## src/frame_scanner.sv

```systemverilog
`timescale 1ns/1ps

module frame_scanner (
    input  logic clk,
    input  logic rst,
    input  logic start,
    input  logic at_last,
    input  logic ray_last,
    output logic step,
    output logic clear,
    output logic busy,
    output logic done
);

    typedef enum logic [1:0] {
        IDLE,
        SCAN,
        DRAIN
    } state_t;

    state_t state;
    state_t state_nxt;
    logic   accept;

    // start only counts while idle
    assign accept = (state == IDLE) && start;

    // first strobe must leave on the same edge that takes start,
    // so step and clear are decoded, not registered
    assign clear = accept;
    assign step  = accept || ((state == SCAN) && !at_last);
    assign busy  = (state != IDLE);

    always_comb begin
        state_nxt = state;
        case (state)
            IDLE: begin
                if (start) begin
                    state_nxt = SCAN;
                end
            end
            SCAN: begin
                // counter holds the final pixel, stop stepping
                if (at_last) begin
                    state_nxt = DRAIN;
                end
            end
            DRAIN: begin
                // wait for the last ray to leave the pipe
                if (ray_last) begin
                    state_nxt = IDLE;
                end
            end
            default: state_nxt = IDLE;
        endcase
    end

    always_ff @(posedge clk) begin
        if (!rst) begin
            state <= IDLE;
            done  <= 1'b0;
        end else begin
            state <= state_nxt;
            // one pulse, same edge busy drops
            done  <= (state == DRAIN) && ray_last;
        end
    end

endmodule

```

## config.mk

```make
export PLATFORM = sky130hd
export DESIGN_NAME = frame_scanner
export DESIGN_NICKNAME = d
export VERILOG_FILES = /design/src/frame_scanner.sv
export SDC_FILE = /design/constraint.sdc
export NUM_CORES = 1
export LEC_CHECK = 0
export BUFFER_PORTS_ARGS = -buffer_cell sky130_fd_sc_hd__buf_2
export CAP_MARGIN = 20
export CELL_PAD_IN_SITES_DETAIL_PLACEMENT = 1
export CELL_PAD_IN_SITES_GLOBAL_PLACEMENT = 2
export CORE_AREA = 2 2 39 41
export DETAILED_ROUTE_END_ITERATION = 8
export DIE_AREA = 0 0 41 43
export GPL_TIMING_DRIVEN = 0
export PLACE_DENSITY = 0.48
export SKIP_LAST_GASP = 1
export SLEW_MARGIN = 20
export SYNTH_ARGS = -nofsm -noshare
export SYNTH_HDL_FRONTEND = slang
export SYNTH_SLANG_ARGS = --single-unit
```

## constraint.sdc

```tcl
create_clock -name clk -period 0.9 [get_ports clk]
set_input_delay 0 -clock clk [delete_from_list [all_inputs] [get_ports clk]]
set_output_delay 0 -clock clk [all_outputs]
set_load 0.01 [all_outputs]
```

---- After elaboration in Yosys (flattened, before gate mapping) ----
Cells that the tools add are included.
storage, ports and cells
  flip-flop bits (word level) ............. 3
  bits in latches ......................... 0
  memory bits (writable) .................. 0
  memory bits (read-only) ................. 0
  bits of input ports ..................... 5
  output and inout bits ................... 4
  logic and storage cells ................. 19
  memories kept ........................... 0
operators by class
  $add $sub $neg .......................... 0
  $mul .................................... 0
  div/mod/pow operators ................... 0
  $lt $le $gt $ge ......................... 0
  equality and inequality tests ........... 5
  shift operators ......................... 0
  muxes and demuxes ....................... 4
  bitwise gates (word level) .............. 0
  reductions and logical operators ........ 8
operators by type and width
  cell                  count
  $mux W2               3
  $ne A2 B2 Y1 const B  3
  $pmux W2 S3           1
  $logic_and A1 B1 Y1   3
  $reduce_and A3 Y1     1
  $eq A2 B1 Y1 const B  1
  $eq A2 B2 Y1 const B  1
  $logic_not A2 Y1      1
  $reduce_bool A2 Y1    1
  $logic_not A1 Y1      1
  $logic_or A1 B1 Y1    1

---- Longest topological paths before layout ----
  depth after elaboration ................. 3
  gate-level depth with buffers ........... 2
  mapped depth without buffers ............ 2

---- Least setup slack after synthesis ----
OpenSTA, ideal clock, no wires.
  path type ............................... reg-to-reg
  from .................................... register state[1]
  to ...................................... register state[1]
  library setup time ...................... 0.066 ns
  arrival time ............................ 0.811 ns
  required time ........................... 0.834 ns
  slack ................................... 0.023 ns
  stages on the path, launching flop included .. 3
  buffers on the path ..................... 0
  clock period less this slack ............ 0.877 ns
  cell sequence ........................... dfxtp_1 or3b_1 a21oi_2
between the ends
  cells in the longest elaborated chain, start to end .. 3
  elaborated cells between the ends (all ways) .. 8
  those cells by class .................... eq/ne (5); mux (1); reduce/logical (2)
ends and longest elaborated chain
  item                                        RTL line  RTL
  from (decl)                                 21        state_t state;
  from (signal assigned)                      63        state <= state_nxt;
  $eq A2 B2 Y1, or another cell as far along  36        case (state)
  $ne A2 B2 Y1 (no source line)               --
  $reduce_and A3 Y1 (no source line)          --
Parallel ways exist; a longest one is shown, timed or not.
A chain may end at the register's enable or synchronous reset.

---- Worst setup path after layout ----
  from .................................... register state[0]
  to ...................................... output clear
between the ends
  cells in the longest elaborated chain, start to end .. 2
ends and longest elaborated chain
  item                 RTL line  RTL
  $logic_not A2 Y1     26        assign accept = (state == IDLE) && start;
  $logic_and A1 B1 Y1  26
  to (decl)            10        output logic clear,
No other way between the ends.

==> qor.tcl <==
set qor(rd_place_congestion) 0.527
set qor(slew-limit-headroom) 0.799
set qor(global_route.overflow_total) 0
set qor(worst_path_max_fanout) 3
set qor(cts_made_buffers) 3
set qor(timing.clock.skew_ns) 0.00212
set qor(routed_wire_length_per_instance_um) 9.25
set qor(start_util) 0.0976
set qor(rows) 14
set qor(period_share) 1.14
set qor(number_of_slew_limit_violations_in_the_final_report) 0
set qor(post_synth_instance_area_um2) 135
set qor(ys_async_sr_fraction) 0
set qor(clock_power_share) 0.497
set qor(synth-warning-count) 0
set qor(global_route.usage.total) 0.0601
set qor(worst_setup_path_start_kind) {flip-flop}
set qor(routed-via-count) 156
set qor(pwr-share-comb) 0.199
set qor(drive_above_1_share) 0.750
set qor(cap_viol_max_count) 0
set qor(syn2layout_area_growth_pct) 95.4
set qor(ir_worst_vdd_v) 0.000536
set qor(pin_count) 9
set qor(finish.instance_area_um2) 264
set qor(setup_violations) 4
set qor(cts.reportedPaths.clkPinSlew_ns) 0.04
set qor(path_class) {reg -> out}
set qor(power.share.switching) 0.254
set qor(antenna_left) 0
set qor(drc_violations_left) 0
set qor(finalHoldViolations) 1
set qor(post_synth.cell_area_avg_um2) 9.65
set qor(depth_of_the_cts_h_tree) 1
set qor(core_area_um2) 1380
set qor(clk-insertion-delay-late_ns) 0.24
set qor(ys_seq_elements) 3
set qor(dpl-instance-area_um2) 195
set qor(totalPowerFinal_mw) 0.487
set qor(power_density_nw_per_um2) 1850
set qor(slew_at_the_pin_closest_to_its_max_slew_limit_ns) 0.301
set qor(initialDrtViolationCount) 1
set qor(synth_top_area_cell) {dfxtp_1}
set qor(worst_setup_path_end_kind) {output port}
set qor(placement.io_buffers) 8
set qor(final_nets) 34
set qor(final.hold.worst_slack_ns) -0.00754
set qor(routed_wirelength_um) 407
set qor(leakagePower_nw) 0.121
set qor(synth_ff_type) {dfxtp_1}
set qor(clock_tree.root_cell) {clkbuf_4}
set qor(synth_edf_count) 0
set qor(syn-num-nets) 19
set qor(detailedRoute.firstPassIterationCount) 2
set qor(outcome) {finished, violations left}
set qor(fp.dieArea_um2) 1760
set qor(antenna_found_initial) 0
set qor(synth.most_common_cell) {dfxtp_1}
set qor(synth_top_area_share) 0.444
set qor(vias_per_cell) 3.55
set qor(post_syn_instances) 14
set qor(via_count_of_the_first_global_routing_pass) 172
set qor(post-route-min-period_ns) 1.02
set qor(proportion_of_synthesized_chip_area_in_sequential_cells) 0.444
set qor(fmax_mhz) 977
set qor(final.fill_count) 172
set qor(switchingPower_mw) 0.124
set qor(die_height_um) 43
set qor(rsz0062_at_grt) {yes}
set qor(grt_start_max_net_pins) 7
set qor(grt_pass1_wl_um) 648
set qor(synth_commonest_cells) {3 x dfxtp_1, 2 x inv_1, 2 x nor2_1}
set qor(die_w_um) 41
set qor(failed_checks) {hold timing, setup timing}
set qor(clock_path_buffers) 2
set qor(internal_power_mw) 0.364
set qor(antenna-diode-count) 0
set qor(post_synth_main_area_contributors) {dfxtp_1 44%, and4b_2 8.3%, a2111oi_1 7.4%}
set qor(power_frac_seq) 0.304
set qor(arrival_ns) 1.02
set qor(tritoncts) {done}
set qor(netlist-cell-type-count) 10
set qor(hold_path.class) {in -> reg}
set qor(clkSinkCount) 3
set qor(fin_ws_ns) -0.123
set qor(worst_ep_required_time_ns) 0.90
[stage by stage]
stage               cells  setup WS [ns]  hold slack, ns  TNS, ns  utilization
finish                 44         -0.123        -0.00754   -0.394        0.191
global placement       38        -0.0311           0.238  -0.0615        0.141
global route           44         -0.173          0.0152   -0.698        0.191
floorplan              14         0.0230          0.0871        0            -
CTS                    43         -0.151         -0.0147   -0.471        0.179
detailed placement     38        -0.0604           0.231  -0.0604        0.141
[metal layers]
metal,vias up,share of wire,track usage
met4,0,0,0.0200
li1,77,-,-
met5,-,0,0
met1,75,0.32,0.0447
met3,0,0.079,0.0628
met2,4,0.60,0.0969
[kinds of logic after synthesis]
family,after synthesis,synth area share
compound gates,3,0.194
buf+inv,2,0.0556
flops,3,0.444
simple gates,6,0.306
[power by group through the flow]
| stage | Sequential [mW] | Clock (mW) | Combinational [mW] |
|---|---|---|---|
| 6_report | 0.148 | 0.242 | 0.0969 |
| 3_3_place_gp | 0.152 | 0 | 0.0611 |
| 4_1_cts | 0.148 | 0.252 | 0.0828 |
| 5_1_grt | 0.149 | 0.272 | 0.107 |
| 2_1_floorplan | 0.149 | 0 | 0.0334 |
| 3_5_place_dp | 0.152 | 0 | 0.0629 |
[sequential cells by signal (all words and copies together), names as in the netlist]
register and cells:
done 1, state 2
[cell usage in the layout, fill, tap and decap left out]
cell type / count
dfxtp_1: 1
nor2_2: 1
a21oi_2: 1
or2_4: 1
or3b_4: 1
dfxtp_2: 1
a211oi_2: 1
a2111oi_1: 1
buf_6: 2
dfxtp_4: 1
clkbuf_1: 1
nand3b_1: 1
buf_2: 7
nor2_1: 1
buf_4: 1
inv_1: 2
clkbuf_4: 3
and4b_2: 1
[area by class of cell]
type                            instances  area (µm²)  area share
Sequential cell                         3        65.1       0.246
Tap cell                               16        20.0      0.0758
Inverter                                2        7.51      0.0284
Timing Repair Buffer                   10        65.1       0.246
Clock buffer                            4        26.3      0.0995
Multi-Input combinational cell          9        80.1       0.303
[worst max-delay path, stage by stage, from the launching register on]
cell and delay, ns:
dfxtp_4 0.34, or2_4 0.25, nor2_2 0.07, buf_2 0.12
[final timing paths]
check | cells past startpoint | startpoint | endpoint | slack [ns]
setup / recovery | 3 | state[0] | clear | -0.12
hold / removal | 2 | at_last | state[0] | -0.008
setup reg to reg | 3 | state[0] | state[1] | -0.11
hold reg to reg | 1 | state[1] | state[0] | 0.47
[timing repair]
action                                  CTS  global route
resized for setup                         7             2
endpoints found under the setup margin    4             5
hold endpoints to repair                  1             0
setup buffers                             1             1
pin swaps                                 3             2
No activity file was read; power rests on OpenSTA's default activity.
