==> src/rt_pkg.sv <==
package rt_pkg;

    // signed 8.24 fixed point
    typedef logic signed [31:0] fp;

    typedef struct packed {
        fp x;
        fp y;
        fp z;
    } vec3;

    // rides along with each ray through the pipeline
    typedef struct packed {
        logic [9:0] px;
        logic [8:0] py;
        logic       last;
    } pix_tag_t;

    localparam int SCREEN_WIDTH  = 640;
    localparam int SCREEN_HEIGHT = 480;

    localparam fp FP_ONE          = 32'sh0100_0000;
    localparam fp FP_THREE_HALVES = 32'sh0180_0000;
    // 1/320, 1/240 and 640/480, rounded to nearest
    localparam fp INV_HALF_WIDTH  = 32'sh0000_CCCD;
    localparam fp INV_HALF_HEIGHT = 32'sh0001_1111;
    localparam fp ASPECT_RATIO    = 32'sh0155_5555;

    // pipeline depths
    localparam int INV_SQRT_LAT = 4;
    localparam int RAY_LAT      = 8;

    // camera basis, no roll
    localparam vec3 CAMERA_RIGHT = '{x: FP_ONE, y: 32'sh0, z: 32'sh0};
    localparam vec3 CAMERA_UP    = '{x: 32'sh0, y: FP_ONE, z: 32'sh0};

    // full 64-bit product, keep bits 55:24 (floor)
    function automatic fp fp_mul(input fp a, input fp b);
        logic signed [63:0] prod;
        prod = 64'(a) * 64'(b);
        return prod[55:24];
    endfunction

    function automatic fp vec3_dot(input vec3 a, input vec3 b);
        return fp_mul(a.x, b.x) + fp_mul(a.y, b.y) + fp_mul(a.z, b.z);
    endfunction

    function automatic fp int_to_fp(input int v);
        return fp'(v <<< 24);
    endfunction

endpackage

==> src/pixel_if.sv <==
`timescale 1ns/1ps

// one pixel coordinate per cycle, no stall
interface pixel_if;

    logic       valid;
    logic [9:0] px;
    logic [8:0] py;
    // strobe of the frame's final pixel
    logic       last;

    // raster counter side
    modport src (
        output valid, px, py, last
    );

    // ray generator side
    modport dst (
        input valid, px, py, last
    );

endinterface

==> src/raster_counter.sv <==
`timescale 1ns/1ps

module raster_counter (
    input  logic   clk,
    input  logic   rst,
    input  logic   clear,
    input  logic   step,
    output logic   at_last,
    pixel_if.src   pix
);

    import rt_pkg::*;

    // position of the next pixel to emit
    logic [9:0] col;
    logic [8:0] row;
    logic [9:0] col_cur;
    logic [8:0] row_cur;
    logic       end_col;
    logic       end_frame;

    // clear may come together with the first step
    always_comb begin
        col_cur   = clear ? '0 : col;
        row_cur   = clear ? '0 : row;
        end_col   = (col_cur == 10'(SCREEN_WIDTH - 1));
        end_frame = end_col && (row_cur == 9'(SCREEN_HEIGHT - 1));
    end

    always_ff @(posedge clk) begin
        if (!rst) begin
            col       <= '0;
            row       <= '0;
            at_last   <= 1'b0;
            pix.valid <= 1'b0;
        end else begin
            pix.valid <= step;
            if (step) begin
                at_last <= end_frame;
                if (end_frame) begin
                    col <= '0;
                    row <= '0;
                end else if (end_col) begin
                    col <= '0;
                    row <= row_cur + 9'd1;
                end else begin
                    col <= col_cur + 10'd1;
                    row <= row_cur;
                end
            end
        end
    end

    // coordinates only matter with the strobe
    always_ff @(posedge clk) begin
        if (step) begin
            pix.px   <= col_cur;
            pix.py   <= row_cur;
            pix.last <= end_frame;
        end
    end

endmodule

==> src/flat_wrapper.sv <==
// flat-port wrapper written by rule: the top's interface ports become plain ports
module raster_counter_flat import rt_pkg::*;
  (clk, rst, clear, step, at_last, pix_valid, pix_px, pix_py, pix_last);
  pixel_if pix_i ();
  input  logic clk;
  input  logic rst;
  input  logic clear;
  input  logic step;
  output logic at_last;
  output wire logic [$bits(pix_i.valid)-1:0] pix_valid;
  output wire logic [$bits(pix_i.px)-1:0] pix_px;
  output wire logic [$bits(pix_i.py)-1:0] pix_py;
  output wire logic [$bits(pix_i.last)-1:0] pix_last;
  assign pix_valid = pix_i.valid;
  assign pix_px = pix_i.px;
  assign pix_py = pix_i.py;
  assign pix_last = pix_i.last;
  raster_counter u_core (.clk(clk), .rst(rst), .clear(clear), .step(step), .at_last(at_last), .pix(pix_i));
endmodule
==> config.mk <==
export PLATFORM = sky130hd
export DESIGN_NAME = raster_counter_flat
export DESIGN_NICKNAME = d
export VERILOG_FILES = /design/src/rt_pkg.sv /design/src/pixel_if.sv /design/src/raster_counter.sv /design/src/flat_wrapper.sv
export SDC_FILE = /design/constraint.sdc
export NUM_CORES = 1
export LEC_CHECK = 0
export ABC_AREA = 1
export BUFFER_PORTS_ARGS = -buffer_cell sky130_fd_sc_hd__buf_2
export CAP_MARGIN = 20
export CORE_MARGIN = 8
export CORE_UTILIZATION = 51
export DETAILED_ROUTE_END_ITERATION = 6
export PLACE_DENSITY_LB_ADDON = 0.08
export SKIP_CTS_REPAIR_TIMING = 1
export SLEW_MARGIN = 30
export SYNTH_ARGS = -nofsm -noshare
export SYNTH_HDL_FRONTEND = slang
export SYNTH_SLANG_ARGS = --single-unit
export TNS_END_PERCENT = 1
==> constraint.sdc <==
create_clock -name clk -period 2.8 [get_ports clk]
set_input_delay 0.14 -clock clk [delete_from_list [all_inputs] [get_ports clk]]
set_output_delay 0.14 -clock clk [all_outputs]
set_load 0.1 [all_outputs]
### Word-level counts from Yosys, hierarchy flattened

Index checks and enable logic that the tools add are counted.

| word-level totals | value |
|---|---|
| register bits after elaboration | 41 |
| bits in latches | 0 |
| memory bits (writable) | 0 |
| memory bits (read-only) | 0 |
| input bits | 4 |
| output and inout port bits | 22 |
| word-level logic and storage cells | 18 |
| memories | 0 |

| cells by class | value |
|---|---|
| add/sub/neg operators | 2 |
| multiply operators | 0 |
| div/mod/pow operators | 0 |
| $lt $le $gt $ge | 0 |
| eq/ne operators | 2 |
| shift operators | 0 |
| mux-type cells | 6 |
| bitwise operators | 0 |
| reduce and logical (&&, ||, !) cells | 1 |

Operators by type and width:

| cell | count |
|---|---|
| 2-to-1 mux 10 bit | 3 |
| 2-to-1 mux 9 bit | 3 |
| adder 10 x 1 -> 10 bit (second input constant) | 1 |
| equality test 10 bit (second input constant) | 1 |
| adder 9 x 1 -> 9 bit (second input constant) | 1 |
| equality test 9 bit (second input constant) | 1 |
| logical AND 1 bit | 1 |

### Longest topological paths before layout

| depth | value |
|---|---|
| word-level depth | 4 |
| mapped depth | 14 |
| gate-level depth less buffers | 13 |

### Worst setup path after synthesis

OpenSTA, ideal clock, no wires.

| path | value |
|---|---|
| path type | register to register |
| from | register u_core.col[0] |
| to | register u_core.row[3] |
| setup time | 0.132 ns |
| arrival time | 1.536 ns |
| data required time | 2.668 ns |
| setup slack | 1.132 ns |
| stages on the path, launching flop included | 11 |
| path buffers | 0 |
| clock period less this slack | 1.668 ns |
| cells stage by stage | dfxtp_1 inv_1 nor2_1 ha_1 nand4_4 nor2_2 nand3_2 nor2_1 nor2_2 nand2_1 a21oi_1 |

| between the ends | value |
|---|---|
| cells in the longest elaborated chain, start to end | 4 |
| elaborated cells on any way between the ends | 5 |
| those cells by class | eq/ne: 1; mux: 3; reduce/logical: 1 |

Ends and longest elaborated chain:

| what | RTL line | source |
|---|---|---|
| start: declaration | raster_counter.sv:15 | `logic [9:0] col;` |
| start signal: assignment | raster_counter.sv:47 | `col <= col_cur + 10'd1;` |
| 2-to-1 mux 10 bit (*) | raster_counter.sv:24 | `col_cur = clear ? '0 : col;` |
| net u_core.col_cur[0] | raster_counter.sv:17 | `logic [9:0] col_cur;` |
| equality test 10 bit (*) | raster_counter.sv:26 | `end_col = (col_cur == 10'(SCREEN_WIDTH - 1));` |
| 2-to-1 mux 9 bit or logical AND 1 bit (tied branches) | raster_counter.sv:43, raster_counter.sv:27 |  |
| 2-to-1 mux 9 bit (*) | raster_counter.sv:40 | `if (end_frame) begin` |
| end signal: assignment | raster_counter.sv:45 | `row <= row_cur + 9'd1;` |
| end signal: assignment | raster_counter.sv:48 | `row <= row_cur;` |
| end: declaration | raster_counter.sv:16 | `logic [8:0] row;` |

Mark *: on every way through the listed nets, which the timed path passes. The rest lies on a longest branch.
A chain may end at the register's enable or synchronous reset.

### Final worst setup path

| path | value |
|---|---|
| from | register u_core.col[0] |
| to | register u_core.row[7] |

The elaborated chain is that of the path after synthesis.

==> summary.md <==
| Metric | Value |
|---|---|
| Slew headroom | `63.0%` |
| Flop2flop setup slack | `between 0.8 and 0.9 ns` |
| Share of post-route cells with drive strength above 1 | `a little under a quarter` |
| Drt drc | `0` |
| IO Port Bufs | `25` |
| Pin count of the biggest net entering global routing | `33` |
| Wire per inst | `13.2 um` |
| Register bit count reported by yosys | `41` |
| Vias | `1638` |
| Peak VDD IR | `359 uV` |
| Post-Place Setup Slack | `between 0.8 and 0.9 ns` |
| First-pass GRT wire length | `roughly 7300 um` |
| Root Driver | `clkbuf_8` |
| Clk Latency, worst-skew pair | `0.29 ns` |
| Global route overflow | `0` |
| Cell Pwr Density | `525 nW/um^2` |
| Routability cong. | `0.890` |
| Register area share after synthesis | `48.8%` |
| Number of global-route vias before repair | `1493` |
| Layout area overhead | `12.9%` |
| Commonest non-fill, non-tap cell in the layout | `nand2_1` |
| Synth unique cells | `32` |
| Top Ports | `26` |
| Die area | `6400 um^2` |
| Leakage | `~0.00094 uW` |
| Status | `completed` |
| Yosys warns | `0` |
| Clk buf depth | `2` |
| Sink Count | `41` |
| Most frequent cells in the layout | `nand2_1 (67), inv_1 (25), buf_2 (25)` |
| Setup TNS | `0 ns` |
| Vias per cell | `4.99` |
| DP Wirelength | `3150 um` |
| Nets | `between 200 and 300` |
| CP Cell Sequence | `inv_1 > nor2_1 > ha_1 > nand4_4 > nor2_2 > nand3_2 > o21ai_1 > nor2_1 > nor2_1 > nor2_1` |
| Worst endpoint required time | `2.97 ns` |
| Clk slew on worst S/H paths | `0.08 ns` |
| Final setup viols | `0` |
| RSZ-0062 raised after global routing | `false` |
| Area occupied by registers | `1020 um^2` |
| Critical path peak fanout | `6` |
| Num CTS Buffers | `5` |
| Max-cap violations | `0` |
| CP max stage cell | `dfxtp_1` |
| Tmin final | `roughly 1.9 ns` |
| CTS H-tree lvls | `2` |
| Detailed Route WL | `4320 um` |
| Die W | `80.0 um` |
| Final hold violation count | `0` |
| Die boundary height | `between 80 and 90 um` |
| First DRT Iteration DRCs | `approximately 130` |
| Hold Crit Class | `primary input to register` |
| Total global-route track usage | `~15%` |
| CP delay by family, top | `simple AND/OR/NAND/NOR gates` |
| Pre-antenna DRT Iters | `4` |
| Final setup margin | `0.865 ns` |
| Crit-path most repeated cell | `nor2_1` |
| Fmax | `517 MHz` |
| CP Capture Type | `register` |
| Starting Density | `52.6%` |
| Worst Path Arrival | `2.11 ns` |
| Clock Skew | `about 0.0067 ns` |
| TritonCTS clock tree | `done` |
| # fillers | `about 360` |
| Rows | `23` |
| Crit Path Class | `register to register` |
| Synthesized Nets | `254` |
| Multi-input gate area | `913 um^2` |
| Mean Syn Cell Area | `8.43 um^2` |
| Routed Antenna Nets | `0` |
| Crit-path max cell delay | `0.36 ns` |
| Core ar. | `~4000 um^2` |
| Startpoint Class | `register` |
| N_diodes | `0` |
| Cell Area, Synth | `between 2000 and 2500 um^2` |
| Worst Path Buf+Inv | `1` |
| Antenna violations before repair | `0` |
| Max-slew violations | `0` |
| Final period utilization | `69.1%` |
| Cells after synthesis | `248` |
| Actual slew at the worst max-slew pin | `0.551 ns` |
## Yosys cell counts
master	instances	area (um^2)
edfxtp_1	20	601
o21ai_0	7	35.0
o21ai_1	5	25.0
nor2_4	3	33.8
o31ai_1	1	7.51
nand2_4	2	22.5
clkinv_1	2	7.51
nand3b_1	1	7.51
nand2_1	67	251
nor3_1	2	10.0
ha_1	2	25.0
inv_1	25	93.8
nand2_2	3	18.8
o211ai_1	2	15.0
nand3_2	6	60.1
buf_4	1	7.51
dfxtp_1	21	420
nand3_1	13	65.1
nor2_1	21	78.8
nor3_2	1	10.0
clkbuf_1	3	11.3
inv_2	4	15.0
nor2_8	1	20.0
buf_8	1	15.0
inv_4	1	6.26
nor2_2	6	37.5
a21oi_1	18	90.1
nand3_4	1	17.5
nand4_1	3	18.8
nand4_4	1	21.3
nor3_4	1	16.3
xor2_1	3	26.3
## through the flow
step | utilization [%] | cells | hold slack (ns) | power (uW) | instance area [um^2]
global route | 59.5 | 328 | 0.0885 | 1280 | 2360
CTS | 59.5 | 328 | 0.0698 | 1250 | 2360
global placement | 56.9 | 320 | 0.373 | 831 | 2260
finish | 59.5 | 328 | 0.0804 | 1240 | 2360
detailed placement | 56.9 | 320 | 0.373 | 833 | 2260
floorplan | - | 248 | 0.238 | 803 | 2090
## cell families (layout without fill, tap and decap cells)
group                      Yosys count  after routing  synth area share (%)
AOI/OAI and AO/OA                   33             33                  8.26
xor gates and xnor gates             3              3                  1.26
adders and majority gates            2              2                  1.20
buffers and inverters               37             67                  7.48
DFF                                 41             41                  48.8
and+or+nand+nor                    132            132                  33.0
## path summary, 6_finish.rpt
path | endpoint | from | cells past startpoint
max | u_core.row[7] | u_core.col[0] | 10
min | u_core.pix.valid | rst | 3
max reg2reg | u_core.row[7] | u_core.col[0] | 10
min reg2reg | u_core.row[8] | u_core.row[8] | 2
## tightest hold or removal path, stage by stage
cell,delay [ns]
buf_2,0.11
nand2_1,0.05
inv_1,0.04
## per-layer routing
metal  share of wire (%)  global-route usage [%]  wire length (um)
met1                  50                    20.6              2180
met2                  41                    20.4              1790
met3                 6.9                    4.17               299
met4                 1.4                    5.09                60
met5                   0                       0                 0
## power breakdown
group / switching, uW / internal (uW)
combinational: 149 / 19.0
clock: 199 / 223
sequential: 5.99 / 643
## sequential cells by signal, indices dropped and copies added (netlist names)
name	flops
u_core.at_last	1
u_core.col	10
u_core.pix.last	1
u_core.pix.px	10
u_core.pix.py	9
u_core.pix.valid	1
u_core.row	9
## area by class of cell
cell class	count	area share [%]
clock buffers	7	4.08
clock inverters	1	0.212
inverters	32	5.19
multi-input cells	170	38.7
flip-flops and latches	41	43.2
well taps	50	2.65
repair buffers	27	5.94
(Power assumes the default switching activity.)
